==> src/rtl/mips_pkg.sv <==
package mips_pkg;

    localparam int NB_DATA      = 32;
    localparam int NB_REG       = 5;
    localparam int NB_IM_ADDR   = 8;
    localparam int NB_MEM_WIDTH = 8;
    localparam int IM_DEPTH     = 256;

    localparam logic [5:0] OP_RTYPE = 6'h00;
    localparam logic [5:0] OP_ADDIU = 6'h09;
    localparam logic [5:0] OP_ANDI  = 6'h0c;
    localparam logic [5:0] OP_ORI   = 6'h0d;
    localparam logic [5:0] OP_LUI   = 6'h0f;
    localparam logic [5:0] OP_HALT  = 6'h3f;   // All ones

    localparam logic [5:0] FN_ADDU  = 6'h21;
    localparam logic [5:0] FN_SUBU  = 6'h23;
    localparam logic [5:0] FN_AND   = 6'h24;
    localparam logic [5:0] FN_OR    = 6'h25;
    localparam logic [5:0] FN_XOR   = 6'h26;
    localparam logic [5:0] FN_SLT   = 6'h2a;

    typedef logic [NB_DATA-1:0]    word_t;
    typedef logic [NB_REG-1:0]     reg_addr_t;
    typedef logic [NB_IM_ADDR-1:0] im_addr_t;

    typedef enum logic [2:0] {
        ALU_ADD,
        ALU_SUB,
        ALU_AND,
        ALU_OR,
        ALU_XOR,
        ALU_SLT,
        ALU_LUI
    } alu_op_e;

    typedef struct packed {
        logic  valid;
        logic  halt;
        word_t instr;
        word_t pc;
    } if_id_t;

    typedef struct packed {
        logic      valid;
        logic      halt;
        logic      reg_write;
        alu_op_e   alu_op;
        word_t     operand_a;
        word_t     operand_b;
        reg_addr_t rs;
        reg_addr_t rt;
        logic      b_from_reg;   // Operand b came from rt
        reg_addr_t dest;
    } id_ex_t;

    typedef struct packed {
        logic      valid;
        logic      halt;
        logic      reg_write;
        reg_addr_t dest;
        word_t     result;
    } ex_wb_t;

endpackage

==> src/rtl/pipe_reg.sv <==
module pipe_reg
    import mips_pkg::*;
#(
    parameter type payload_t = if_id_t
) (
    input  logic     i_clock,
    input  logic     i_rst,
    input  payload_t i_d,
    output payload_t o_q
);

    always_ff @(posedge i_clock) begin
        if (i_rst) begin
            o_q <= '0;   // Bubble
        end else begin
            o_q <= i_d;
        end
    end

    // A stage that ever carries an unknown valid would poison every later stage
    a_valid_known: assert property (
        @(posedge i_clock) disable iff (i_rst)
        !$isunknown(o_q.valid)
    ) else $error("pipe_reg: valid bit unknown");

endmodule

==> config.mk <==
export PLATFORM = sky130hd
export DESIGN_NAME = pipe_reg
export DESIGN_NICKNAME = d
export VERILOG_FILES = /design/src/rtl/mips_pkg.sv /design/src/rtl/pipe_reg.sv
export SDC_FILE = /design/constraint.sdc
export NUM_CORES = 1
export LEC_CHECK = 0
export CAP_MARGIN = 15
export CORE_ASPECT_RATIO = 0.7
export CORE_UTILIZATION = 31
export DETAILED_ROUTE_END_ITERATION = 10
export DONT_BUFFER_PORTS = 1
export GPL_ROUTABILITY_DRIVEN = 0
export SLEW_MARGIN = 20
export SYNTH_ARGS = -nofsm -noshare
export SYNTH_HDL_FRONTEND = slang
export SYNTH_SLANG_ARGS = --single-unit
==> constraint.sdc <==
create_clock -name i_clock -period 0.8 [get_ports i_clock]
set_input_delay 0.08 -clock i_clock [delete_from_list [all_inputs] [get_ports i_clock]]
set_output_delay 0.08 -clock i_clock [all_outputs]
set_load 0.005 [all_outputs]
* Word-level counts from Yosys, hierarchy flattened
Cells that the tools add are included.
Word-level totals: register bits after elaboration 66, memory bits (writable) 0, bits in read-only memories 0, latch bits 0, output and inout port bits 66, bits of input ports 68, memories kept 0, logic and storage cells 4
Cells by class: multiply operators 0, shift-type cells 0, mux-type cells 0, div/mod/pow operators 0, $lt $le $gt $ge 0, $add $sub $neg 0, bitwise operators 0, eq/ne operators 0, reductions and logical operators 0

* Logic depth before layout (Yosys ltp)
depth in word-level cells 0, gate-level depth with buffers 3, depth with buffers taken out 1

* Worst setup path before layout
OpenSTA, ideal clock, no wires.
path type in2reg, start input i_rst, end register o_q[21] in the netlist's numbering, path slack 0.291 ns, buffers on the path 2, data arrival time 0.444 ns, cell stages on the path 3, setup time 0.065 ns, required time 0.735 ns, path through buf_4 -> buf_6 -> nor2b_1
RTL lines:
- from (decl) | RTL line pipe_reg.sv:7 | input logic i_rst,
- to (signal assigned) | RTL line pipe_reg.sv:16 | o_q <= i_d;
- to (decl) | RTL line pipe_reg.sv:9 | output payload_t o_q
No word-level cell between the ends.

* Worst setup path after layout
start input i_rst, end register o_q[32] in the netlist's numbering
No word-level cell between the ends.

==> flow_metrics.env <==
export IMPL_status="complete, no violations"
export IMPL_final_util=0.505
export IMPL_drtPass1Iterations=3
export IMPL_synth_top_family_by_area="simple AND/OR/NAND/NOR gates"
export IMPL_cts_buffer_depth=2
export IMPL_start_kind="primary input"
export IMPL_synth_xor_area_frac=0
export IMPL_tns_ns=0
export IMPL_area_growth_pct=51.6
export IMPL_power_total_mw=6.90
export IMPL_cts_reportedPaths_clkPinSlew_ns=0.07
export IMPL_fin_crit_sh=0.967
export IMPL_io_buffers=0
export IMPL_p_leak_nw=1.17
export IMPL_dp_slack_ns=0.389
export IMPL_synthSimpleGateAreaFrac=0.230
export IMPL_yosys_area_share_adder=0
export IMPL_hold_depth=2
export IMPL_htreeDepth=3
export IMPL_cts_tree="built"
export IMPL_setup_viol_count_final=0
export IMPL_synth_edf_count=0
export IMPL_first_global_vias=1233
export IMPL_grt_overflow=0
export IMPL_yosysSeqAreaShare=0.735
export IMPL_cp_data_arrival_time_ns=0.97
export IMPL_slowest_delay_ns=0.76
export IMPL_coreArea_sq_um=5400
export IMPL_slowest_stage="dlygate4sd3_1"
export IMPL_clock_fmax_mhz=1290
export IMPL_routed_wl_microns=3990
export IMPL_placed_cells=204
export IMPL_die_area_sq_um=6110
export IMPL_synthMuxAreaShare=0
export IMPL_wl_met1_microns=1290
export IMPL_finalNonFillerCells=287
export IMPL_synthArstFlopShare=0
export IMPL_drc_errors=0
export IMPL_hp_class="in2reg"
export IMPL_grt_pass1_wl_microns=5710
export IMPL_worstMarginPinSlew_ns=0.375
export IMPL_crit_type="in2reg"
export IMPL_fin_ws_ns=0.0264
export IMPL_crit_chain="dlygate4sd3_1 -> nor2b_1"
export IMPL_post_drt_via_cell_ratio=4.09
export IMPL_drt_initial_drc_count=9
export IMPL_synth_warnings=0
export IMPL_whs_endpoint="o_q[12]"
export IMPL_top_layer="met4"
export IMPL_routedWlPerCell_microns=13.9
export IMPL_synth_compound_area_frac=0
export IMPL_final_layout_size_suffix_gt1_frac=0.0930
export IMPL_synth_distinct_cells=5
export IMPL_grt_setup_unrepaired="no"
export IMPL_io_pin_count=134
export IMPL_cp_data_required_time_ns=1.00
export IMPL_initial_utilization=0.333
export IMPL_ant_nets=0
export IMPL_synth_top_area_cell="dfxtp_1"
export IMPL_largest_reg_flops=66
export IMPL_netlist_area_leader_share=0.735
export IMPL_synth_cells=139
export IMPL_num_rows=22
export IMPL_path_buf_inv=1
export IMPL_numCtsBuffers=9
export IMPL_min_from="i_rst"
export IMPL_final_max_slew_violation_count=0
export IMPL_cts_sinks=66
export IMPL_antenna_found_initial=0
export IMPL_syn_avg_cell_area_sq_um=12.9
export IMPL_drv_cap=0
export IMPL_wl_met2_microns=2230
export IMPL_die_y_microns=65.7
export IMPL_min_period_ns=0.774
export IMPL_ys_ff_latch=66
export IMPL_antennaDiodeCount=0
export IMPL_path_delay_family="buffers and inverters"
export IMPL_ir_drop_uv=1510
export IMPL_crit_fanout=60
export IMPL_ys_top_cells_by_count="dfxtp_1, nor2b_1, buf_6"
export IMPL_regMostFlops="o_q"
export IMPL_wl_met3_microns=444
export IMPL_end_kind="register"
export IMPL_num_vias=1175
export IMPL_syn_num_nets=207
export IMPL_track_usage=0.134
export IMPL_synth_area_sq_um=1800
export IMPL_grt_max_degree=61
export IMPL_reg_top3="o_q: 66 flops"
export IMPL_hold_violations=0
export IMPL_fp_dieW_microns=93.0
export IMPL_powerDensity_nw_per_um2=2530
export IMPL_nets=278
export IMPL_synth_area_leaders="dfxtp_1, nor2b_1, buf_6"
export IMPL_slew_headroom=0.749
export IMPL_yosys_most_used_dff="dfxtp_1"
export IMPL_ctsRootBufferMaster="clkbuf_8"
==> how the worst max path moves through the flow <==
stage / from / end / slack (ns) / depth (start not counted)
2_1_floorplan: i_rst / o_q[21] / 0.29 / 3
3_3_place_gp: o_q[11] / o_q[11] / 0.40 / 0
3_5_place_dp: o_q[39] / o_q[39] / 0.39 / 0
4_1_cts: o_q[39] / o_q[39] / 0.02 / 0
5_1_grt: o_q[6] / o_q[6] / 0.003 / 0
6_report: i_rst / o_q[32] / 0.03 / 2
==> layer usage <==
layer  track usage  up-vias
met5             0        -
met4        0.0577        0
met3        0.0891        2
met2         0.262       77
met1         0.102      540
li1              -      556
==> cells by family after synthesis <==
family,count (synthesis)
flops,66
simple gates,66
buf+inv,7
==> what timing repair did <==
item	4_1_cts	5_1_grt
hold buffers	67	0
gates resized for setup	0	4
endpoints found under the hold margin	66	0
setup endpoints to repair	0	4
buffers inserted	0	0
==> per-stage QoR <==
step           hold WS, ns  instance area (sq um)
6_report             0.353                   2720
4_1_cts              0.339                   2720
2_1_floorplan        0.208                   1800
5_1_grt              0.333                   2720
3_5_place_dp         0.157                   1820
3_3_place_gp         0.158                   1820
==> cell type report <==
| type | instances | area (sq um) |
|---|---|---|
| Fill cell | 480 | 2670 |
| Sequential cell | 66 | 1330 |
| Timing Repair Buffer | 67 | 671 |
| Multi-Input combinational cell | 66 | 413 |
| Clock buffer | 13 | 179 |
| Tap cell | 72 | 90.1 |
| Clock inverter | 3 | 45.0 |
==> power breakdown <==
group | leakage (nW) | switching [mW] | internal (mW)
logic | 0.506 | 0.0853 | 0.299
clock network | 0.108 | 1.18 | 1.78
registers | 0.551 | 0.0949 | 3.47
total | 1.17 | 1.36 | 5.55
==> cell usage in the layout, fill, tap and decap left out <==
cell type / instances
bufinv_16: 1
clkbuf_8: 13
clkinvlp_4: 2
dfxtp_1: 62
nor2b_1: 66
dlygate4sd3_1: 67
dfxtp_2: 4
Note: power is estimated with default switching activity, not from simulation.
