===== src/rtl/mips_pkg.sv =====
package mips_pkg;

    localparam int NB_DATA      = 32;
    localparam int NB_REG       = 5;
    localparam int NB_IM_ADDR   = 8;
    localparam int NB_MEM_WIDTH = 8;
    localparam int IM_DEPTH     = 256;

    localparam logic [5:0] OP_RTYPE = 6'h00;
    localparam logic [5:0] OP_ADDIU = 6'h09;
    localparam logic [5:0] OP_ANDI  = 6'h0c;
    localparam logic [5:0] OP_ORI   = 6'h0d;
    localparam logic [5:0] OP_LUI   = 6'h0f;
    localparam logic [5:0] OP_HALT  = 6'h3f;   // All ones

    localparam logic [5:0] FN_ADDU  = 6'h21;
    localparam logic [5:0] FN_SUBU  = 6'h23;
    localparam logic [5:0] FN_AND   = 6'h24;
    localparam logic [5:0] FN_OR    = 6'h25;
    localparam logic [5:0] FN_XOR   = 6'h26;
    localparam logic [5:0] FN_SLT   = 6'h2a;

    typedef logic [NB_DATA-1:0]    word_t;
    typedef logic [NB_REG-1:0]     reg_addr_t;
    typedef logic [NB_IM_ADDR-1:0] im_addr_t;

    typedef enum logic [2:0] {
        ALU_ADD,
        ALU_SUB,
        ALU_AND,
        ALU_OR,
        ALU_XOR,
        ALU_SLT,
        ALU_LUI
    } alu_op_e;

    typedef struct packed {
        logic  valid;
        logic  halt;
        word_t instr;
        word_t pc;
    } if_id_t;

    typedef struct packed {
        logic      valid;
        logic      halt;
        logic      reg_write;
        alu_op_e   alu_op;
        word_t     operand_a;
        word_t     operand_b;
        reg_addr_t rs;
        reg_addr_t rt;
        logic      b_from_reg;   // Operand b came from rt
        reg_addr_t dest;
    } id_ex_t;

    typedef struct packed {
        logic      valid;
        logic      halt;
        logic      reg_write;
        reg_addr_t dest;
        word_t     result;
    } ex_wb_t;

endpackage


===== src/rtl/instruction_fetch.sv =====
module instruction_fetch
    import mips_pkg::*;
(
    input  logic                    i_clock,
    input  logic                    i_rst,
    input  logic                    i_pc_enable,
    input  logic                    i_im_write_enable,
    input  im_addr_t                i_im_address,
    input  logic [NB_MEM_WIDTH-1:0] i_im_data,
    output if_id_t                  o_if_id,
    output word_t                   o_pc_value
);

    logic [NB_MEM_WIDTH-1:0] imem [IM_DEPTH];
    word_t                   pc;
    logic                    stopped;
    im_addr_t                byte_addr;
    word_t                   instr;
    logic                    fetch_en;
    logic                    is_halt;

    always_ff @(posedge i_clock) begin
        if (i_im_write_enable) begin
            imem[i_im_address] <= i_im_data;   // Debug load
        end
    end

    assign byte_addr = pc[NB_IM_ADDR-1:0];

    always_comb begin
        for (int i = 0; i < NB_DATA / NB_MEM_WIDTH; i++) begin
            instr[NB_DATA-1-NB_MEM_WIDTH*i -: NB_MEM_WIDTH] = imem[byte_addr + im_addr_t'(i)];
        end
    end

    assign fetch_en = i_pc_enable && !stopped;
    assign is_halt  = (instr[31:26] == OP_HALT);

    always_ff @(posedge i_clock) begin
        if (i_rst) begin
            pc      <= '0;
            stopped <= 1'b0;
        end else if (fetch_en) begin
            pc <= pc + word_t'(4);
            if (is_halt) begin
                stopped <= 1'b1;   // PC parks past the halt word
            end
        end
    end

    assign o_if_id.valid = fetch_en;
    assign o_if_id.halt  = fetch_en && is_halt;
    assign o_if_id.instr = instr;
    assign o_if_id.pc    = pc;

    assign o_pc_value = pc;

    // Loading is only allowed while the core is paused
    a_no_load_while_running: assert property (
        @(posedge i_clock) disable iff (i_rst)
        i_im_write_enable |-> !i_pc_enable
    ) else $error("instruction_fetch: memory write while running");

endmodule


===== config.mk =====
export PLATFORM = sky130hd
export DESIGN_NAME = instruction_fetch
export DESIGN_NICKNAME = d
export VERILOG_FILES = /design/src/rtl/mips_pkg.sv /design/src/rtl/instruction_fetch.sv
export SDC_FILE = /design/constraint.sdc
export NUM_CORES = 2
export LEC_CHECK = 0
export BUFFER_PORTS_ARGS = -buffer_cell sky130_fd_sc_hd__buf_4
export CAP_MARGIN = 10
export CORE_AREA = 2 2 436 438
export DETAILED_ROUTE_END_ITERATION = 16
export DIE_AREA = 0 0 438 440
export HOLD_SLACK_MARGIN = 0.03
export MAX_ROUTING_LAYER = met4
export PLACE_DENSITY = 0.58
export SYNTH_ARGS = -nofsm -noshare
export SYNTH_HDL_FRONTEND = slang
export SYNTH_SLANG_ARGS = --single-unit

===== constraint.sdc =====
create_clock -name i_clock -period 8.78 [get_ports i_clock]
set_input_delay 0.878 -clock i_clock [delete_from_list [all_inputs] [get_ports i_clock]]
set_output_delay 0.878 -clock i_clock [all_outputs]
set_load 0.01 [all_outputs]

# Word-level counts from Yosys, hierarchy flattened
# Memory sizes are Yosys's and may differ from the RTL's. A register that Yosys moved wholly into a read port is not among the register bits.
# Cells that the tools add are included.
word_totals:
  regBits: 33
  ramBits: 2048
  input_bits: 20
  output_inout_bits: 98
  wordCells: 16
  memories: 1
op_classes:
  add_sub_neg: 4
  eq_ne: 1
  muxes: 4
  reduce_logical: 4
mem_list:
  columns: ["memory", "words", "width", "rd", "rd_ports_with_merged_regs", "write_ports", "line", "rtl"]
  rows:
  - ["imem", 256, 8, 4, 1, 1, "instruction_fetch.sv:14", "logic [NB_MEM_WIDTH-1:0] imem [IM_DEPTH];"]
op_table:
  columns: ["operator", "n"]
  rows:
  - ["32-bit by 3-bit adder with 32-bit output (second input constant)", 1]
  - ["8-bit by 2-bit adder with 8-bit output (second input constant)", 2]
  - ["8-bit 2-to-1 mux", 2]
  - ["8-bit by 1-bit adder with 8-bit output (second input constant)", 1]
  - ["6-bit == test (second input constant)", 1]
  - ["1-bit logical AND", 2]
  - ["1-bit 2-to-1 mux", 2]
  - ["2-bit AND reduction", 1]
  - ["1-bit zero test", 1]

# Depth between registers and ports, before layout
depth:
  depth_word: 4
  depth_mapped: 9
  ltp_nobuf: 6

# Worst setup path after synthesis
# OpenSTA, ideal clock, no wires.
synth_timing:
  path_kind: "register -> output"
  from: "register pc[2], in the netlist o_pc_value[2]"
  to: "output o_if_id[32] (netlist bit)"
  arrival_time_ps: 2702
  required_time_ps: 7902
  path_slack_ps: 5200
  stages_incl_launch_ff: 6
  path_buffers: 2
  path_cell_list: "dfxtp_1 clkbuf_1 buf_1 mux4_2 mux4_2 mux4_2"
synth_lines:
  columns: ["item", "line", "rtl"]
  rows:
  - ["start: declaration", "instruction_fetch.sv:15", "word_t pc;"]
  - ["start signal: assignment", "instruction_fetch.sv:44", "pc <= pc + word_t'(4);"]
  - ["end: declaration", "instruction_fetch.sv:10", "output if_id_t o_if_id,"]

==> reports/qor.csv <==
metric,value,unit
cts_buffer_depth,3,
synthArstFlopShare,0,%
cts_hold_buf,0,
drt-initial-drc-count,3503,
tightest_slew,1.252,ns
core,188600,sq um
grt_pass1_vias,36740,
synth_edf_count,2048,
total_leakage_power,26.96,nW
vdd_drop_max,0.1587,mV
hold_path.class,in2reg,
hold_violations,0,
comb_power_share,5.9,%
clk_latency,0.84,ns
drc,0,
total_power,20.68,mW
cp.arrival,4.74,ns
nets,3693,
cp_common_cell,buf_4,
post-cts-setup-buffers,0,
rows,160,
tns,0,ns
skew,0.03438,ns
finalMaxSlewViolations,0,
routedWlPerCell,29.00,um
slew_headroom,16.20,%
crit_chain,buf_4 -> clkinv_1 -> mux2i_1 -> a2111oi_0 -> and3_1 -> o21ai_0 -> nor4_1 -> buf_4,
ant_nets,0,
drt_first_pass_iters,7,
switchingPower,4.403,mW
grt_pass1_wl,266000,um
die_w,438,um
yosysWarningCount,0,
cpPeakStageDelay,0.98,ns
cts_resized,0,
grt_setup_unrepaired,no,
numCtsBuffers,207,
final_common_cell,edfxtp_1,
grt_usage,19.71,%
r2r-end,stopped$_SDFFE_PP0P_,
crit_path_end_kind,output pin,
power_density,228.5,nW/um^2
fmax,177.9,MHz
hpwl,108900,um
synth_ff_type,edfxtp_1,
synthCells,3521,
holdPathEnd,stopped$_SDFFE_PP0P_,
clkPwrFrac,41.0,%
synth_area,80590,sq um
critPathKind,reg2out,
place.gp.congestion,0.8097,
finalCritPeriodShare,64.03,%
ff2ff_path_depth,7,
grt.overflow.total,0,
min_period,5.622,ns
drive_gt1_share,28.94,%
clock_sinks,2085,
reg2reg_slack,5.23,ns
start_kind,flip-flop,
viasPerCell,5.664,
p_seq_share,53.2,%
area_growth_syn_to_layout,12.29,%
synth_area_per_cell,22.89,sq um
required,7.90,ns
crit_family,buffers and inverters,
antenna_found_initial,6,
cts_root_buf,clkbuf_16,
start_util,42.73,%
cts.clk_slew.worst_paths,0.06,ns
finalSetupViolations,0,
ys_ff_latch,2085,
worstHoldStart,i_pc_enable,
status,completed,
swShare,21.29,%
dieHeight,440,um
ys_types,50,
crit_buf_inv,3,
vias,35996,
cp_slowest_cell,dfxtp_2,
min_path_cells,3,
cts_tree,built,
io-pin-count,118,
p_int,16.27,mW
routed_wirelength,184300,um
dieArea,192700,sq um
port_buffers,113,
whs,0.3577,ns
path_max_fanout,34,
grt_start_max_net_pins,162,
cts.htree.levels,4,
drv_cap,0,
final_cell_mix,"edfxtp_1 (2048), mux4_2 (642), nor2_1 (299)",
yosysSeqAreaShare,77.23,%
[cells in the mapped netlist (all sizes together) (5+ instances only)]
| cell type | count | share of area (%) |
|---|---|---|
| nor2b | 17 | 0.13 |
| nand2b | 7 | 0.054 |
| nand3 | 27 | 0.17 |
| dfxtp | 37 | 0.92 |
| mux2i | 6 | 0.075 |
| xor2 | 24 | 0.26 |
| a211oi | 5 | 0.047 |
| edfxtp | 2048 | 76 |
| buf | 115 | 0.86 |
| nor2 | 299 | 1.4 |
| and2 | 9 | 0.070 |
| a21oi | 6 | 0.037 |
| and3 | 6 | 0.047 |
| nor3 | 7 | 0.043 |
| and4 | 5 | 0.054 |
| o21ai | 6 | 0.037 |
| mux4 | 642 | 18 |
| nand4 | 12 | 0.093 |
| a22oi | 14 | 0.13 |
| nand2 | 59 | 0.27 |
| clkbuf | 115 | 0.54 |
[worst max-delay path by stage]
stage	from	endpoint	slack [ns]	cells after the start
2_1_floorplan	o_pc_value[2]$_SDFFE_PP0P_	o_if_id[32]	5.20	5
3_3_place_gp	flip-flop	o_if_id[64]	4.10	8
3_5_place_dp	o_pc_value[2]$_SDFFE_PP0P_	o_if_id[50]	4.16	5
4_1_cts	o_pc_value[2]$_SDFFE_PP0P_	o_if_id[50]	3.23	5
5_1_grt	flip-flop	o_if_id[64]	3.04	7
6_report	flip-flop	o_if_id[64]	3.16	8
[worst reg2reg max path: cells and delay by family (launching register included)]
| family | cells | cell delay [ns] |
|---|---|---|
| compound gates | 3 | 1.30 |
| flops | 1 | 0.69 |
| mux | 1 | 0.61 |
| buf+inv | 1 | 0.51 |
| simple gates | 2 | 0.35 |
[cell families (layout without fill, tap and decap cells)]
logic type,Yosys count,in the layout,share of synthesized area (%)
multiplexers,651,651,18.06
AO/OA/AOI/OAI,57,57,0.5093
AND/OR/NAND/NOR,463,463,2.456
other,1,6,0.004653
adder cells (fa/ha/maj),1,1,0.01552
buffers and inverters,235,553,1.422
flip-flops,2085,2085,77.23
XOR/XNOR,28,28,0.3043
[per-stage QoR]
step                      cells  util (%)  worst slack (ns)  cell area [sq um]
final                      6355     47.99             3.158              90490
after global routing       6355     47.99             3.044              90490
after CTS                  6352     47.98             3.226              90470
after detailed placement   5973     44.56             4.156              84040
after global placement     5973     44.56             4.102              84040
after floorplan            3524         -             5.200              80600
[layout make-up]
| class | instances | area, sq um |
|---|---|---|
| fillers | 15260 | 98090 |
| flip-flops and latches | 2085 | 62270 |
| multi-input cells | 1204 | 17220 |
| clock buffers | 269 | 5528 |
| well taps | 2511 | 3142 |
| repair buffers | 169 | 1409 |
| clock inverters | 110 | 907.1 |
| inverters | 5 | 18.77 |
| diodes | 2 | 5.005 |
[per-layer routing]
layer / vias to the layer above / wire [um] / track usage (%)
li1: 15143 / - / -
met2: 1005 / 92440 / 31.43
met4: 0 / 3371 / 4.533
met5: - / 0 / -
met1: 19615 / 78660 / 27.06
met3: 233 / 9834 / 2.969
[power by group through the flow]
stage	Clock, mW	Sequential (mW)	Combinational, mW
after floorplan	0	11.2	0.785
after global placement	0	11.2	1.24
after detailed placement	0	11.2	1.25
after CTS	8.64	11.0	1.25
after global routing	9.01	11.0	1.29
final	8.47	11.0	1.22
[state kept, by name, indices dropped and copies added, names as in the netlist, named ones only]
| name | flops |
|---|---|
| o_pc_value | 30 |
| stopped | 1 |
| imem | 2048 |
(Power assumes the default switching activity.)
