==> src/rtl/mips_pkg.sv <==
package mips_pkg;

    localparam int NB_DATA      = 32;
    localparam int NB_REG       = 5;
    localparam int NB_IM_ADDR   = 8;
    localparam int NB_MEM_WIDTH = 8;
    localparam int IM_DEPTH     = 256;

    localparam logic [5:0] OP_RTYPE = 6'h00;
    localparam logic [5:0] OP_ADDIU = 6'h09;
    localparam logic [5:0] OP_ANDI  = 6'h0c;
    localparam logic [5:0] OP_ORI   = 6'h0d;
    localparam logic [5:0] OP_LUI   = 6'h0f;
    localparam logic [5:0] OP_HALT  = 6'h3f;   // All ones

    localparam logic [5:0] FN_ADDU  = 6'h21;
    localparam logic [5:0] FN_SUBU  = 6'h23;
    localparam logic [5:0] FN_AND   = 6'h24;
    localparam logic [5:0] FN_OR    = 6'h25;
    localparam logic [5:0] FN_XOR   = 6'h26;
    localparam logic [5:0] FN_SLT   = 6'h2a;

    typedef logic [NB_DATA-1:0]    word_t;
    typedef logic [NB_REG-1:0]     reg_addr_t;
    typedef logic [NB_IM_ADDR-1:0] im_addr_t;

    typedef enum logic [2:0] {
        ALU_ADD,
        ALU_SUB,
        ALU_AND,
        ALU_OR,
        ALU_XOR,
        ALU_SLT,
        ALU_LUI
    } alu_op_e;

    typedef struct packed {
        logic  valid;
        logic  halt;
        word_t instr;
        word_t pc;
    } if_id_t;

    typedef struct packed {
        logic      valid;
        logic      halt;
        logic      reg_write;
        alu_op_e   alu_op;
        word_t     operand_a;
        word_t     operand_b;
        reg_addr_t rs;
        reg_addr_t rt;
        logic      b_from_reg;   // Operand b came from rt
        reg_addr_t dest;
    } id_ex_t;

    typedef struct packed {
        logic      valid;
        logic      halt;
        logic      reg_write;
        reg_addr_t dest;
        word_t     result;
    } ex_wb_t;

endpackage

==> src/rtl/register_bank.sv <==
module register_bank
    import mips_pkg::*;
(
    input  logic      i_clock,
    input  logic      i_rst,
    input  ex_wb_t    i_ex_wb,
    input  reg_addr_t i_rs_addr,
    input  reg_addr_t i_rt_addr,
    input  reg_addr_t i_rb_address,
    output word_t     o_rs_data,
    output word_t     o_rt_data,
    output word_t     o_rb_data,
    output logic      o_hlt
);

    word_t regs [2**NB_REG];
    logic  wr_en;

    assign wr_en = i_ex_wb.valid && i_ex_wb.reg_write;

    always_ff @(posedge i_clock) begin
        if (i_rst) begin
            for (int i = 0; i < 2**NB_REG; i++) begin
                regs[i] <= '0;
            end
            o_hlt <= 1'b0;
        end else begin
            if (wr_en) begin
                regs[i_ex_wb.dest] <= i_ex_wb.result;
            end
            if (i_ex_wb.valid && i_ex_wb.halt) begin
                o_hlt <= 1'b1;   // Sticky until reset
            end
        end
    end

    // Write-first on decode ports
    always_comb begin
        o_rs_data = (wr_en && i_ex_wb.dest == i_rs_addr) ? i_ex_wb.result : regs[i_rs_addr];
        o_rt_data = (wr_en && i_ex_wb.dest == i_rt_addr) ? i_ex_wb.result : regs[i_rt_addr];
        o_rb_data = regs[i_rb_address];
        if (i_rs_addr == '0) begin
            o_rs_data = '0;
        end
        if (i_rt_addr == '0) begin
            o_rt_data = '0;
        end
        if (i_rb_address == '0) begin
            o_rb_data = '0;
        end
    end

    a_no_r0_write: assert property (
        @(posedge i_clock) disable iff (i_rst)
        wr_en |-> (i_ex_wb.dest != '0)
    ) else $error("register_bank: write to register 0");

endmodule

==> config.mk <==
export PLATFORM = sky130hd
export DESIGN_NAME = register_bank
export DESIGN_NICKNAME = d
export VERILOG_FILES = /design/src/rtl/mips_pkg.sv /design/src/rtl/register_bank.sv
export SDC_FILE = /design/constraint.sdc
export NUM_CORES = 2
export LEC_CHECK = 0
export ABC_AREA = 1
export BUFFER_PORTS_ARGS = -buffer_cell sky130_fd_sc_hd__buf_2
export CAP_MARGIN = 10
export CORE_MARGIN = 4
export CORE_UTILIZATION = 30
export CTS_BUF_LIST = sky130_fd_sc_hd__clkbuf_8 sky130_fd_sc_hd__clkbuf_16
export DETAILED_ROUTE_END_ITERATION = 6
export PLACE_DENSITY = 0.41
export SETUP_SLACK_MARGIN = 0.3
export SYNTH_ARGS = -nofsm -noshare
export SYNTH_HDL_FRONTEND = slang
export SYNTH_SLANG_ARGS = --single-unit
==> constraint.sdc <==
create_clock -name i_clock -period 6.75 [get_ports i_clock]
set_input_delay 1.0125 -clock i_clock [delete_from_list [all_inputs] [get_ports i_clock]]
set_output_delay 1.0125 -clock i_clock [all_outputs]
set_load 0.05 [all_outputs]
Yosys cells after proc, flatten, opt, wreduce, memory -nomap -nowiden. Memories as Yosys holds them, arrays and structs flattened. Cells that the tools add are included.

Output and inout bits: 97. Bits in registers: 1. Memories kept: 1. Input bits: 57. Bits in writable memories: 1024.

Eq/ne operators: 2. Mux-type cells: 13. Reductions and logical operators: 8.

Memory list: regs (depth 32, bits a word 32, rd ports 3, clocked after Yosys merged registers in 0, write ports 32, line register_bank.sv:16) `word_t regs [2**NB_REG];`.

Operator list (count): two-way mux 32 bit (6); OR reduction 32 bit (1); zero test 5 bit (3); equality test 5 bit (2); two-way mux 1 bit (6); two-way mux 5 bit (1); logical AND 1 bit (4).

Logic depth before layout (Yosys ltp).
Word-level depth: 6. Mapped depth: 13.

Least setup slack after synthesis. Ideal clock, no wire load.

Kind: input port to output port. Start point: input port i_rs_addr[0]. End point: output port o_rs_data[23]. Buffers on the path: 5. Required time: 5.738 ns. Arrival time: 2.859 ns. Stages on the path: 12. Slack: 2.878 ns. Cells stage by stage: buf_6 > buf_6 > buf_8 > buf_6 > buf_6 > a21oi_1 > o21ai_1 > nand3_1 > nand3_1 > nand2_1 > nand2_1 > a21oi_1.

Cells in the longest elaborated chain, start to end: 4. Elaborated cells on any way between the ends: 6. Those cells by class: 1 x eq/ne; 2 x mux; 2 x reduce/logical; 1 x memory.

Ends and longest elaborated chain: start, declared (line register_bank.sv:7) `input reg_addr_t i_rs_addr,`; branches (longest 3 deep; another with memory read (32 x 32 bit)); two-way mux 32 bit (*) (line register_bank.sv:42) `if (i_rs_addr == '0) begin`; end, declared (line register_bank.sv:10) `output word_t o_rs_data,`.

Mark *: on every way between the ends.

Worst setup path after layout.
Start point: input port i_rb_address[0]. End point: output port o_rb_data[12].

Cells in the longest elaborated chain, start to end: 2. Elaborated cells on any way between the ends: 3. Those cells by class: 1 x mux; 1 x reduce/logical; 1 x memory.

Ends and longest elaborated chain: start, declared (line register_bank.sv:9) `input reg_addr_t i_rb_address,`; memory read (32 x 32 bit) or zero test 5 bit (tied branches); two-way mux 32 bit (*) (line register_bank.sv:48) `if (i_rb_address == '0) begin`; end, declared (line register_bank.sv:12) `output word_t o_rb_data,`.

Every way passes the cells marked *; elsewhere a longest branch is shown, timed or not.

==> results.ini <==
[setup_path]
cp-end-kind=output port
critPathMaxFanout=118
worstPathRequired_ns=5.74
arrival_ns=4.47
path_class=in -> out
start_kind=input port

[floorplan]
chipHeight_um=484
fp.dieW_um=484
ioPinCount=154
dieArea_mm2=0.234
rows=174
initial_utilization=0.302
core_area_mm2=0.225

[clock_tree]
hold_buffers=0
clk_latency_ns=0.79
cts_root_buffer=clkbuf_16
clock_path_buffers=3
h-tree-depth=4
clk_pin_slew_ns=0.05
tritoncts=yes
cts-resized-gates=0
cts-buffers-inserted=139
cts_sinks=1025
cts_setup_buffers=0

[routing]
vias=70000
dr.pass1.iters=7
drt-total-wl_mm=374
drt-initial-drc-count=10100
antenna_left=0
vias_per_cell=5.74
drc=3
post_drt_wl_per_cell_um=30.7

[power]
peakVddDrop_mv=0.177
p_sw_frac=0.332
leakage_nw=31.1
power_density_mw_per_mm2=243
p_sw_mw=6.06
p_int_mw=12.2
combPwrFrac=0.195
clkPwrFrac=0.392
p_seq_frac=0.413

[timing]
setup_slack_ns=1.27
drv_slew=0
hold_viol_final=0
setup_viol=0
slew_headroom=0.126
period_minus_slack_ns=5.48
fin_skew_ns=0
max_freq_mhz=182
worstMarginPinSlew_ns=1.31
setup_tns_ns=0
rsz0062_at_grt=false
min_period_over_period=0.812

[global_route]
grt_pass1_wl_mm=516
antenna_found_initial=30
grt_usage=0.307
gr-total-overflow=0
grt_max_degree=172
grt_pass1_vias=64400

[final_layout]
nets=9151
syn_to_final_growth_pct=10.8
drive_gt1_frac=0.0766
num-fill-cells=23600

[status]
status=finished with violations
violations=design-rule violations

[synthesis]
syn_area_per_cell_um2=7.19
yosysTopAreaCellShare=0.453
synth_seq_area_share=0.453
yosysWarnings=0
synth_nets=9500
synthCells=9443
synth_mux_area_frac=0
synth_xor_area_frac=0.000129
synth_edf_count=1024
synthAdderAreaFrac=0
async_flop_share=0
synth_top_family_by_area=simple AND/OR/NAND/NOR gates
netlist_area_mm2=0.0679
synth.distinct_cells=28
yosys.area_share.simple=0.315
synth_top_cell_by_area=edfxtp_1
netlist_top_cells_area=edfxtp_1 45%, nand2_1 12%, nand3_1 10%
synth-seq-cells=1025
synth_compound_area_frac=0.138
synth_ff_type=edfxtp_1

[min_path]
min_path_type=in -> reg

[job]
maxCapViolCount=0

[placement]
port_buffers=153
hpwl_mm=211
gp_congestion=0.878
place_worst_setup_slack_ns=1.43

-- synthesized netlist by cell type (2+ instances only) --
cell type and number:
clkbuf_1 447, nor2_1 1564, buf_1 93, buf_2 274, o22ai_1 13, buf_6 24, nand4_1 2, or2_2 44
edfxtp_1 1024, nor3_4 2, nand3_2 2, nand3_1 1355, buf_4 23, o21ai_1 102, nor3_1 11, nand2_1 2223
o211ai_1 330, a21oi_2 20, inv_1 653, a21oi_1 527, inv_2 7, o21ai_0 696, nor3_2 2
-- cells by family (layout without fill, tap and decap cells) --
| group | after synthesis | in the layout |
|---|---|---|
| XOR/XNOR | 1 | 1 |
| AND/OR/NAND/NOR | 5205 | 5205 |
| other | 0 | 9 |
| buffers and inverters | 1524 | 1276 |
| AO/OA/AOI/OAI | 1688 | 1688 |
| flip-flops | 1025 | 1025 |
-- final timing paths --
path,slack [ns],startpoint,depth (start not counted),to
worst max-delay path,1.27,i_rb_address[0],12,o_rb_data[12]
worst min-delay path,0.40,i_rst,2,o_hlt$_SDFFE_PP0P_
worst min register to register,0.47,o_hlt$_SDFFE_PP0P_,2,o_hlt$_SDFFE_PP0P_
worst max register to register,6.19,o_hlt$_SDFFE_PP0P_,2,o_hlt$_SDFFE_PP0P_
-- placed cells by master (no fill, tap or decap), types with 3 or more instances in the layout --
cell type,count
inv_8,6
diode_2,9
o22ai_1,13
clkinv_2,19
bufinv_16,4
clkbuf_8,3
nor2_1,1560
o21ai_0,696
nor3_1,11
o21ai_1,102
nand2_1,2159
nand2_2,63
clkinv_1,33
buf_4,189
a21oi_2,20
buf_12,34
nand3_1,1354
clkbuf_16,147
buf_2,140
inv_1,678
edfxtp_1,1024
a21oi_1,527
o211ai_1,330
inv_2,8
buf_8,5
or2_2,44
inv_6,4
-- flip-flops by register name, indices dropped and copies added, names as in the netlist --
register,flops
o_hlt,1
regs,1024
-- area by class of cell --
cell class | count | area (um2) | share of cell area
multi-input combinational | 6894 | 31000 | 0.412
inverter | 662 | 2540 | 0.0338
clock inverter | 94 | 532 | 0.00707
tap | 2992 | 3740 | 0.0498
timing repair buffer | 372 | 2940 | 0.0391
sequential | 1025 | 30800 | 0.409
antenna | 9 | 22.5 | 0.000299
clock buffer | 148 | 3690 | 0.0491
-- power groups by stage --
stage | Combinational, mW | Sequential, mW | Clock [mW]
floorplan | 2.10 | 7.61 | 0
global placement | 3.49 | 7.67 | 0
detailed placement | 3.49 | 7.67 | 0
CTS | 3.50 | 7.54 | 7.25
global route | 3.76 | 7.58 | 7.50
finish | 3.56 | 7.55 | 7.15
-- worst max-delay path, cell delays in order --
cell and delay, ns:
buf_8 0.18, inv_8 0.51, buf_4 0.54, nand2_1 0.09
nand3_1 0.09, nand3_1 0.08, nand2_1 0.11, nand2_1 0.07
nand3_1 0.18, nand2_1 0.07, nor2_1 0.84, buf_2 0.42
-- layer usage --
metal | wire length, um | track usage
met5 | 78 | 0
met4 | 19600 | 0.148
met3 | 37300 | 0.0582
met2 | 163000 | 0.467
met1 | 154000 | 0.419
-- metrics by stage --
stage / power (mW) / instance area, um2 / hold WS [ns] / instances / utilization
6_report: 18.3 / 75200 / 0.398 / 12200 / 0.335
5_1_grt: 18.8 / 75200 / 0.371 / 12200 / 0.334
4_1_cts: 18.3 / 75200 / 0.339 / 12200 / 0.334
3_5_place_dp: 11.2 / 71000 / 0.455 / 11900 / 0.316
3_3_place_gp: 11.2 / 71000 / 0.452 / 11900 / 0.316
2_1_floorplan: 9.71 / 67900 / 0.720 / 9443 / -
(Power assumes the default switching activity.)
