$ cat src/rtl/mips_pkg.sv
package mips_pkg;

    localparam int NB_DATA      = 32;
    localparam int NB_REG       = 5;
    localparam int NB_IM_ADDR   = 8;
    localparam int NB_MEM_WIDTH = 8;
    localparam int IM_DEPTH     = 256;

    localparam logic [5:0] OP_RTYPE = 6'h00;
    localparam logic [5:0] OP_ADDIU = 6'h09;
    localparam logic [5:0] OP_ANDI  = 6'h0c;
    localparam logic [5:0] OP_ORI   = 6'h0d;
    localparam logic [5:0] OP_LUI   = 6'h0f;
    localparam logic [5:0] OP_HALT  = 6'h3f;   // All ones

    localparam logic [5:0] FN_ADDU  = 6'h21;
    localparam logic [5:0] FN_SUBU  = 6'h23;
    localparam logic [5:0] FN_AND   = 6'h24;
    localparam logic [5:0] FN_OR    = 6'h25;
    localparam logic [5:0] FN_XOR   = 6'h26;
    localparam logic [5:0] FN_SLT   = 6'h2a;

    typedef logic [NB_DATA-1:0]    word_t;
    typedef logic [NB_REG-1:0]     reg_addr_t;
    typedef logic [NB_IM_ADDR-1:0] im_addr_t;

    typedef enum logic [2:0] {
        ALU_ADD,
        ALU_SUB,
        ALU_AND,
        ALU_OR,
        ALU_XOR,
        ALU_SLT,
        ALU_LUI
    } alu_op_e;

    typedef struct packed {
        logic  valid;
        logic  halt;
        word_t instr;
        word_t pc;
    } if_id_t;

    typedef struct packed {
        logic      valid;
        logic      halt;
        logic      reg_write;
        alu_op_e   alu_op;
        word_t     operand_a;
        word_t     operand_b;
        reg_addr_t rs;
        reg_addr_t rt;
        logic      b_from_reg;   // Operand b came from rt
        reg_addr_t dest;
    } id_ex_t;

    typedef struct packed {
        logic      valid;
        logic      halt;
        logic      reg_write;
        reg_addr_t dest;
        word_t     result;
    } ex_wb_t;

endpackage

$ cat src/rtl/instruction_decode.sv
module instruction_decode
    import mips_pkg::*;
(
    input  if_id_t    i_if_id,
    output reg_addr_t o_rs_addr,
    output reg_addr_t o_rt_addr,
    input  word_t     i_rs_data,
    input  word_t     i_rt_data,
    output id_ex_t    o_id_ex
);

    logic [5:0]  opcode;
    logic [5:0]  funct;
    reg_addr_t   rs;
    reg_addr_t   rt;
    reg_addr_t   rd;
    logic [15:0] imm;
    word_t       imm_ext;
    logic        known;
    logic        is_rtype;
    alu_op_e     alu_op;
    reg_addr_t   dest;

    assign opcode = i_if_id.instr[31:26];
    assign rs     = i_if_id.instr[25:21];
    assign rt     = i_if_id.instr[20:16];
    assign rd     = i_if_id.instr[15:11];
    assign funct  = i_if_id.instr[5:0];
    assign imm    = i_if_id.instr[15:0];

    always_comb begin
        known    = 1'b1;
        is_rtype = 1'b0;
        alu_op   = ALU_ADD;
        imm_ext  = {{16{imm[15]}}, imm};   // Sign extended by default
        case (opcode)
            OP_RTYPE: begin
                is_rtype = 1'b1;
                case (funct)
                    FN_ADDU: alu_op = ALU_ADD;
                    FN_SUBU: alu_op = ALU_SUB;
                    FN_AND:  alu_op = ALU_AND;
                    FN_OR:   alu_op = ALU_OR;
                    FN_XOR:  alu_op = ALU_XOR;
                    FN_SLT:  alu_op = ALU_SLT;
                    default: known = 1'b0;
                endcase
            end
            OP_ADDIU: alu_op = ALU_ADD;
            OP_ANDI: begin
                alu_op  = ALU_AND;
                imm_ext = {16'b0, imm};
            end
            OP_ORI: begin
                alu_op  = ALU_OR;
                imm_ext = {16'b0, imm};
            end
            OP_LUI: begin
                alu_op  = ALU_LUI;   // Shifted up in execute
                imm_ext = {16'b0, imm};
            end
            default: known = 1'b0;   // Halt lands here too
        endcase
    end

    assign dest = is_rtype ? rd : rt;

    assign o_rs_addr = rs;
    assign o_rt_addr = rt;

    assign o_id_ex.valid      = i_if_id.valid;
    assign o_id_ex.halt       = i_if_id.halt;
    assign o_id_ex.reg_write  = i_if_id.valid && known && !i_if_id.halt && (dest != '0);
    assign o_id_ex.alu_op     = alu_op;
    assign o_id_ex.operand_a  = i_rs_data;
    assign o_id_ex.operand_b  = is_rtype ? i_rt_data : imm_ext;
    assign o_id_ex.rs         = rs;
    assign o_id_ex.rt         = rt;
    assign o_id_ex.b_from_reg = is_rtype;
    assign o_id_ex.dest       = dest;

endmodule

$ cat config.mk
export PLATFORM = sky130hd
export DESIGN_NAME = instruction_decode
export DESIGN_NICKNAME = d
export VERILOG_FILES = /design/src/rtl/mips_pkg.sv /design/src/rtl/instruction_decode.sv
export SDC_FILE = /design/constraint.sdc
export NUM_CORES = 1
export LEC_CHECK = 0
export ABC_AREA = 0
export BUFFER_PORTS_ARGS = -buffer_cell sky130_fd_sc_hd__buf_2
export CAP_MARGIN = 30
export CORE_AREA = 2 2 87 89
export DETAILED_ROUTE_END_ITERATION = 8
export DIE_AREA = 0 0 89 91
export SKIP_LAST_GASP = 1
export SLEW_MARGIN = 40
export SYNTH_ARGS = -nofsm -noshare
export SYNTH_HDL_FRONTEND = slang
export SYNTH_SLANG_ARGS = --single-unit
$ cat constraint.sdc
create_clock -name vclk -period 3.49
set_input_delay 0.698 -clock vclk [all_inputs]
set_output_delay 0.698 -clock vclk [all_outputs]
set_load 0.02 [all_outputs]
## After elaboration in Yosys (flattened, before gate mapping)

Index checks and enable logic that the tools add are counted.

| cells by class | value |
|---|---|
| equal/unequal tests | 10 |
| reduce and logical (&&, ||, !) cells | 9 |
| multiplexer cells | 8 |

Operator list:

| cell | number |
|---|---|
| two-way mux 32 bit | 2 |
| == test 6 bit (second input constant) | 6 |
| == test 6 x 4 -> 1 bit (second input constant) | 4 |
| one-hot mux 3 bit (5 select lines) | 1 |
| one-hot mux 3 bit (4 select lines) | 1 |
| logical NOT 6 bit | 1 |
| OR reduction 6 bit | 1 |
| two-way mux 5 bit | 1 |
| nonzero test 5 bit | 1 |
| OR reduction 4 bit | 1 |
| logical AND 1 bit | 3 |
| OR reduction 3 bit | 1 |
| two-way mux 1 bit | 2 |
| one-hot mux 1 bit (2 select lines) | 1 |
| logical NOT 1 bit | 1 |

| storage, ports and cells | value |
|---|---|
| bits of input ports | 130 |
| output and inout port bits | 96 |
| flip-flop bits (word level) | 0 |
| logic and storage cells | 27 |

## Logic depth before layout (Yosys ltp)

Gate-level depths: netlist of the first run.

| logic depth | value |
|---|---|
| word-level depth | 7 |
| mapped depth | 6 |

## Worst setup path before layout of the first run

Ideal clock, no wire load.

| timing path | value |
|---|---|
| path type | in2out |
| from | in i_if_id[63] (netlist name) |
| to | out o_id_ex[81] (netlist name) |
| cell stages on the path | 5 |
| slack | 0.912 ns |
| path buffers | 0 |
| data required time | 2.792 ns |
| arrival | 1.880 ns |
| path through | nor2_4 > nand3_1 > inv_2 > nand3_1 > o41ai_1 |

RTL lines:

| element | line | source |
|---|---|---|
| start: declaration | instruction_decode.sv:4 | `input if_id_t i_if_id,` |
| end: declaration | instruction_decode.sv:9 | `output id_ex_t o_id_ex` |

==> results.yml, run 1 <==
run_status:
  status: "completed"
synth:
  ys_types: 25
  synth_nets: 303
  synth_mux_area_share_pct: 0
  synth-adder-area-share_pct: 0
  synth_compound_area_share_pct: 21.57
  synthCells: 173
  yosysSeqAreaShare_pct: 0
  avgSynthCellArea_um2: 6.003
  synth_area_um2: 1038
  synthXorXnorAreaFrac_pct: 1.687
  yosys.area_share.simple_pct: 29.64
  synth_warnings: 0
  synth_top_family_by_area: "buffers and inverters"
placed_design:
  port_buffers: 115
  dp_hpwl_um: 2937
  placedCellCount: 325
  gp_congestion: 0.6782
  pre_cts_ws_ns: 0.6978
power_and_ir_drop:
  peakVddDrop_mv: 0.02892
  power_frac_comb_pct: 100.0
  p_int_uw: 65.57
  p_leak_nw: 0.8202
  clkPwrFrac_pct: 0
  p_sw_uw: 95.95
  seq_power_share_pct: 0
  power_density_nw_per_um2: 125.9
  swShare_pct: 59.40
critical_path:
  startpoint_type: "primary input"
  worstPathRequired_ns: 2.79
  worstSetupEndpointType: "output port"
  crit_type: "primary input to output port"
  critPathMaxFanout: 18
  arrival_ns: 2.06
die:
  top_level_ports: 226
  core_area_um2: 7137
  die_h_um: 91
  start_util_pct: 14.55
  design.die.area_um2: 8099
  dieWidth_um: 89
  rows: 31
cells_and_area:
  finalNonFillerCells: 325
  flops_and_latches: 0
  diodes: 0
  drive_gt1_share_pct: 53.54
  fin_util_pct: 17.97
  finalNetCount: 358
  clkbuf_count: 0
  area_growth_pct: 23.49
  regArea_um2: 0
  fill_cells: 859
min_path:
  hold_class: "primary input to output port"
drt:
  postRouteAntennaNets: 0
  viasPerCell: 3.775
  via_count: 1227
  drc_errors: 0
  drtIter0Drc: 29
  avgRoutedWirePerCell_um: 10.52
  first_pass_iters: 4
  wl_um: 3419
sta:
  grt_setup_unrepaired: "false"
  tightest_slew_ns: 0.5949
  setup_viol: 0
  final.setup.tns_ns: 0
  fmax_mhz: 362.1
  maxSlewHeadroom_pct: 60.34
  maxSlewViolCount: 0
  setup_slack_ns: 0.7282
  period_share_pct: 79.14
  finalHoldViolCount: 0
  period_minus_slack_ns: 2.762
global_routing:
  grt_max_degree: 28
  grt_pass1_vias: 1004
  grt_overflow: 0
  grt_usage_pct: 7.083
  antenna_found_initial: 0
  grt_pass1_wl_um: 4747
clock_tree:
  cts_hold_buf: 0
  cts_resized: 0
  cts_setup_buffers: 0
job:
  maxCapViolations: 0
==> routing by layer <==
metal  track usage (%)  part of all wire (%)  up-vias  wire length (um)
met1             8.438                    41      526              1414
met5                 0                     0        -                 0
li1                  -                     -      616                 -
met4             1.493                   1.4        0                48
met3             1.000                   9.4       10               322
met2             13.12                    48       75              1633
==> cells in the final DEF (no fill, tap or decap) <==
cell type / Yosys / final
a21o_1: 16 / 16
a221oi_2: 1 / 1
a31oi_1: 2 / 2
and3_1: 1 / 1
buf_2: 7 / 115
buf_4: 55 / 2
inv_1: 4 / 4
inv_2: 1 / 1
nand2_1: 58 / 58
nand2b_1: 1 / 1
nand3_1: 3 / 3
nand3b_1: 1 / 1
nand4_1: 1 / 1
nor2_1: 2 / 2
nor2_4: 1 / 1
nor4b_2: 1 / 1
o2111ai_1: 2 / 2
o21ai_0: 5 / 5
o21ai_1: 1 / 1
o21bai_1: 1 / 1
o22ai_1: 2 / 2
o41ai_1: 1 / 1
or4_1: 2 / 2
xor2_1: 2 / 2
==> critical path: stages <==
cell     delay [ns]
buf_2          0.12
nor2_1         0.13
nand3_1        0.14
inv_2          0.25
nand3_1        0.19
o41ai_1        0.30
buf_2          0.23
==> kinds of logic (layout without fill, tap and decap cells) <==
group                     count (synthesis)  count (layout)
and+or+nand+nor                          71              71
xor gates and xnor gates                  2               2
AOI/OAI and AO/OA                        31              31
buffers and inverters                    69             122
==> area by class of cell <==
type	instances	area (um2)	share of cell area (%)
Inverter	5	18.77	1.463
Multi-Input combinational cell	104	549.3	42.83
Tap cell	99	123.9	9.659
Timing Repair Buffer	117	590.6	46.05
==> cells in the mapped netlist, types with 2 or more instances <==
| cell | n | area share (%) |
|---|---|---|
| nand2_1 | 58 | 21 |
| buf_4 | 55 | 40 |
| a21o_1 | 16 | 12 |
| buf_2 | 7 | 3.4 |
| o21ai_0 | 5 | 2.4 |
| inv_1 | 4 | 1.4 |
| nand3_1 | 3 | 1.4 |
| a31oi_1 | 2 | 1.2 |
| buf_6 | 2 | 2.2 |
| nor2_1 | 2 | 0.72 |
| o2111ai_1 | 2 | 1.7 |
| o22ai_1 | 2 | 1.2 |
| or4_1 | 2 | 1.4 |
| xor2_1 | 2 | 1.7 |
==> power groups by stage <==
stage,clock [mW],sequential [mW],combinational (mW)
2_1_floorplan,0,0,0.168
3_3_place_gp,0,0,0.161
3_5_place_dp,0,0,0.163
4_1_cts,0,0,0.164
5_1_grt,0,0,0.177
6_report,0,0,0.162
==> through the flow <==
stage	hold slack [ns]	power, mW	instance area, um2
floorplan	1.509	0.1679	1039
global route	1.396	0.1770	1282
finish	1.396	0.1615	1282
global placement	1.396	0.1614	1282
detailed placement	1.396	0.1633	1282
CTS	1.396	0.1639	1282
==> final timing paths <==
check | depth (start not counted) | end | start
max | 7 | o_id_ex[81] | i_if_id[58]
min | 0 | o_id_ex[52] | i_rs_data[4]
Note: power is estimated with default switching activity, not from simulation.
==> run 2: changes to the inputs <==
--- a/config.mk
+++ b/config.mk
@@ -8,9 +8,9 @@
 export ABC_AREA = 0
 export BUFFER_PORTS_ARGS = -buffer_cell sky130_fd_sc_hd__buf_2
 export CAP_MARGIN = 30
-export CORE_AREA = 2 2 87 89
+export CORE_AREA = 2 2 88 90
 export DETAILED_ROUTE_END_ITERATION = 8
-export DIE_AREA = 0 0 89 91
+export DIE_AREA = 0 0 90 92
 export SKIP_LAST_GASP = 1
 export SLEW_MARGIN = 40
 export SYNTH_ARGS = -nofsm -noshare
==> constraint.sdc (replaced) <==
create_clock -name vclk -period 2.5
set_input_delay 0.5 -clock vclk [all_inputs]
set_output_delay 0.5 -clock vclk [all_outputs]
set_load 0.02 [all_outputs]
==> run 2 against run 1 <==
Compared with the run above:
- sequential cell count stayed put
- setup slack worse by 0.51 ns
- combinational power is 41% higher
- critical path depth stayed put
- clock-buffer cell count stayed put
- critical endpoint unchanged
- largest power group unchanged
==> results.yml, run 2 (synthesized netlist as in run 1, its figures left out) <==
critical_path:
  cp_slowest_stage_delay_ns: 0.29
  cp.depth: 7
  crit_top_cell: "buf_2"
  cp_slowest_cell: "o41ai_1"
  crit_path_start: "i_if_id[58]"
  worstSetupEndpointType: "output port"
  arrival_ns: 1.79
  crit_buf_inv: 3
  startpoint_type: "primary input"
  path_delay_family: "buffers and inverters"
  worstPathRequired_ns: 2.00
  critPathMaxFanout: 6
  crit_type: "primary input to output port"
  crit_chain: "buf_2 -> nor2_1 -> nand3_2 -> inv_2 -> nand3_1 -> o41ai_1 -> buf_2"
placed_design:
  dp_hpwl_um: 3061
  port_buffers: 115
  gp_congestion: 0.7028
cells_and_area:
  final_common_cell: "buf_2"
  fin_util_pct: 17.56
  drive_gt1_share_pct: 54.82
  mostFrequentLayoutCells: "115 x buf_2, 58 x nand2_1, 16 x a21o_1"
  finalNetCount: 360
  area_growth_pct: 25.90
  diodes: 0
  clkbuf_count: 0
  regArea_um2: 0
  fill_cells: 892
  multi_input_area_um2: 555.5
  flops_and_latches: 0
global_routing:
  grt_pass1_vias: 1115
  grt_pass1_wl_um: 5437
  grt_max_degree: 27
  grt_overflow: 0
  antenna_found_initial: 0
  grt_usage_pct: 7.719
run_status:
  status: "completed"
job:
  maxCapViolations: 0
sta:
  final.setup.tns_ns: 0
  maxSlewViolCount: 0
  setup_viol: 0
  finalHoldViolCount: 0
  period_share_pct: 91.43
  maxSlewHeadroom_pct: 80.44
  fmax_mhz: 437.5
  tightest_slew_ns: 0.2896
  period_minus_slack_ns: 2.286
  grt_setup_unrepaired: "false"
power_and_ir_drop:
  power_density_nw_per_um2: 174.2
  peakVddDrop_mv: 0.03960
  p_leak_nw: 0.8300
die:
  dieWidth_um: 90
  design.die.area_um2: 8280
  start_util_pct: 13.94
  top_level_ports: 226
  core_area_um2: 7447
  rows: 32
  die_h_um: 92
drt:
  wl_um: 3518
  drtIter0Drc: 16
  avgRoutedWirePerCell_um: 10.66
  drc_errors: 0
  viasPerCell: 3.730
  postRouteAntennaNets: 0
  via_count: 1231
  first_pass_iters: 4
min_path:
  hold_class: "primary input to output port"
  hold_depth: 0
  holdCritStartpoint: "i_rs_data[10]"
==> run 2: changes by cell type in the layout (fill, tap and decap cells not counted), sizes merged <==
cell	before	now
buf	117	119
==> run 2: path summary, 6_finish.rpt <==
kind,to,slack [ns]
max,o_id_ex[81],0.21
min,o_id_ex[58],1.00
==> run 2: routing by layer <==
layer	GRT usage, %	share of wire, %
met4	1.282	1.1
met1	10.02	43
met3	1.643	8.9
met2	13.35	47
met5	0	0
==> run 2: layout make-up <==
class | instances | area share (%)
inverters | 5 | 1.435
multi-input cells | 104 | 42.49
well taps | 102 | 9.761
repair buffers | 119 | 46.32
==> run 2: report_power, final <==
group / total, mW / leakage (nW) / switching [mW] / internal (mW)
combinational: 0.228 / 0.830 / 0.135 / 0.0923
clock: 0 / 0 / 0 / 0
sequential: 0 / 0 / 0 / 0
total: 0.228 / 0.830 / 0.135 / 0.0923
==> run 2: metrics by stage <==
step / std cells / power (mW) / setup WS, ns / hold WS [ns] / area (um2)
2_1_floorplan: 173 / 0.2343 / 0.3182 / 1.113 / 1039
3_3_place_gp: 330 / 0.2272 / 0.1174 / 1.000 / 1301
3_5_place_dp: 330 / 0.2300 / 0.1175 / 1.000 / 1301
4_1_cts: 330 / 0.2307 / 0.1127 / 1.000 / 1301
5_1_grt: 330 / 0.2496 / 0.07699 / 1.000 / 1308
6_report: 330 / 0.2278 / 0.2142 / 1.000 / 1308
==> run 2: timing repair <==
action                     4_1_cts  5_1_grt
setup endpoints to repair        0       12
setup buffers                    0        0
hold buffers                     0        0
resized for setup                0        2
==> run 3: changes to the inputs <==
--- a/config.mk
+++ b/config.mk
@@ -11,6 +11,7 @@
 export CORE_AREA = 2 2 88 90
 export DETAILED_ROUTE_END_ITERATION = 8
 export DIE_AREA = 0 0 90 92
+export MAX_ROUTING_LAYER = met4
 export SKIP_LAST_GASP = 1
 export SLEW_MARGIN = 40
 export SYNTH_ARGS = -nofsm -noshare
==> run 3 against run 2 <==
Compared with the run above:
- global-route usage increased by 0.21 points
- final cell count unchanged
- non-clock buffer count unchanged
- core utilization unchanged
- total power about the same
- setup slack unchanged
- die area unchanged
- first-iteration DRC count decreased by 13%
==> results.yml, run 3 (synthesized netlist as in run 1, its figures left out) <==
cells_and_area:
  stdcell_area_um2: 1308
  regArea_um2: 0
  finalNonFillerCells: 330
  drive_gt1_share_pct: 54.82
  flops_and_latches: 0
  mostFrequentLayoutCells: "115 x buf_2, 58 x nand2_1, 16 x a21o_1"
  multi_input_area_um2: 555.5
  fill_cells: 892
  clkbuf_count: 0
  finalNetCount: 360
  area_growth_pct: 25.90
  diodes: 0
  final_common_cell: "buf_2"
sta:
  period_minus_slack_ns: 2.286
  tightest_slew_ns: 0.2896
  fmax_mhz: 437.5
  maxSlewHeadroom_pct: 80.44
  setup_viol: 0
  period_share_pct: 91.43
  final.setup.tns_ns: 0
  finalHoldViolCount: 0
  grt_setup_unrepaired: "false"
  maxSlewViolCount: 0
drt:
  drc_errors: 0
  postRouteAntennaNets: 0
  viasPerCell: 3.730
  first_pass_iters: 4
  drtIter0Drc: 14
  via_count: 1231
  avgRoutedWirePerCell_um: 10.66
  wl_um: 3518
min_path:
  hold_class: "primary input to output port"
global_routing:
  grt_overflow: 0
  grt_pass1_wl_um: 5437
  grt_pass1_vias: 1115
  grt_max_degree: 27
  antenna_found_initial: 0
  grt_usage_pct: 7.934
critical_path:
  crit_end: "o_id_ex[81]"
  worstSetupEndpointType: "output port"
  arrival_ns: 1.79
  crit_type: "primary input to output port"
  critPathMaxFanout: 6
  startpoint_type: "primary input"
  worstPathRequired_ns: 2.00
  crit_path_start: "i_if_id[58]"
power_and_ir_drop:
  power_density_nw_per_um2: 174.2
  peakVddDrop_mv: 0.03960
  p_leak_nw: 0.8300
placed_design:
  gp_congestion: 0.7105
  dp_hpwl_um: 3061
  port_buffers: 115
  post_dp_cell_area_um2: 1301
  placedCellCount: 330
die:
  dieWidth_um: 90
  design.die.area_um2: 8280
  top_level_ports: 226
  rows: 32
  start_util_pct: 13.94
  core_area_um2: 7447
  die_h_um: 92
clock_tree:
  cts_setup_buffers: 0
  cts_hold_buf: 0
run_status:
  status: "completed"
job:
  maxCapViolations: 0
==> run 3: cell counts in the layout (fill, tap and decap cells not counted) <==
No cell type changed its count.
==> run 3: timing repair <==
item / in CTS / in global routing
endpoints found under the setup margin: 0 / 12
gates resized for setup: 0 / 2
endpoints found under the hold margin: 0 / 0
==> run 3: per-layer routing <==
metal / routed length (um) / vias up / global-route usage, %
met4: 40 / 0 / 1.282
met5: 0 / - / -
li1: - / 618 / -
met3: 297 / 13 / 1.479
met1: 1520 / 521 / 10.12
met2: 1660 / 79 / 13.35
==> run 3: area by class of cell <==
class,count,share of cell area [%]
Timing Repair Buffer,119,46.32
Inverter,5,1.435
Tap cell,102,9.761
Multi-Input combinational cell,104,42.49
==> run 3: metrics by stage <==
step	hold WS [ns]	power [mW]	utilization, %	setup WS, ns
floorplan	1.113	0.2343	-	0.3182
global placement	1.000	0.2272	17.47	0.1174
detailed placement	1.000	0.2300	17.47	0.1175
CTS	1.000	0.2307	17.47	0.1127
global route	1.000	0.2496	17.56	0.07699
finish	1.000	0.2278	17.56	0.2142
==> run 3: how the worst min path moves through the flow <==
stage / start / to / slack (ns) / cells after the start
after global placement: i_rs_data[6] / o_id_ex[54] / 1.00 / 0
after floorplan: i_if_id[52] / o_id_ex[10] / 1.11 / 1
after global routing: i_rs_data[18] / o_id_ex[66] / 1.00 / 0
after CTS: i_rs_data[6] / o_id_ex[54] / 1.00 / 0
after detailed placement: i_rs_data[6] / o_id_ex[54] / 1.00 / 0
final: i_rs_data[10] / o_id_ex[58] / 1.00 / 0
==> run 3: critical path, stage by stage <==
cell	delay (ns)
buf_2	0.12
nor2_1	0.15
nand3_2	0.18
inv_2	0.15
nand3_1	0.16
o41ai_1	0.29
buf_2	0.23
==> run 3: power breakdown <==
| part | switching [mW] | internal [mW] |
|---|---|---|
| registers | 0 | 0 |
| logic | 0.135 | 0.0923 |
| clock network | 0 | 0 |
| total | 0.135 | 0.0923 |
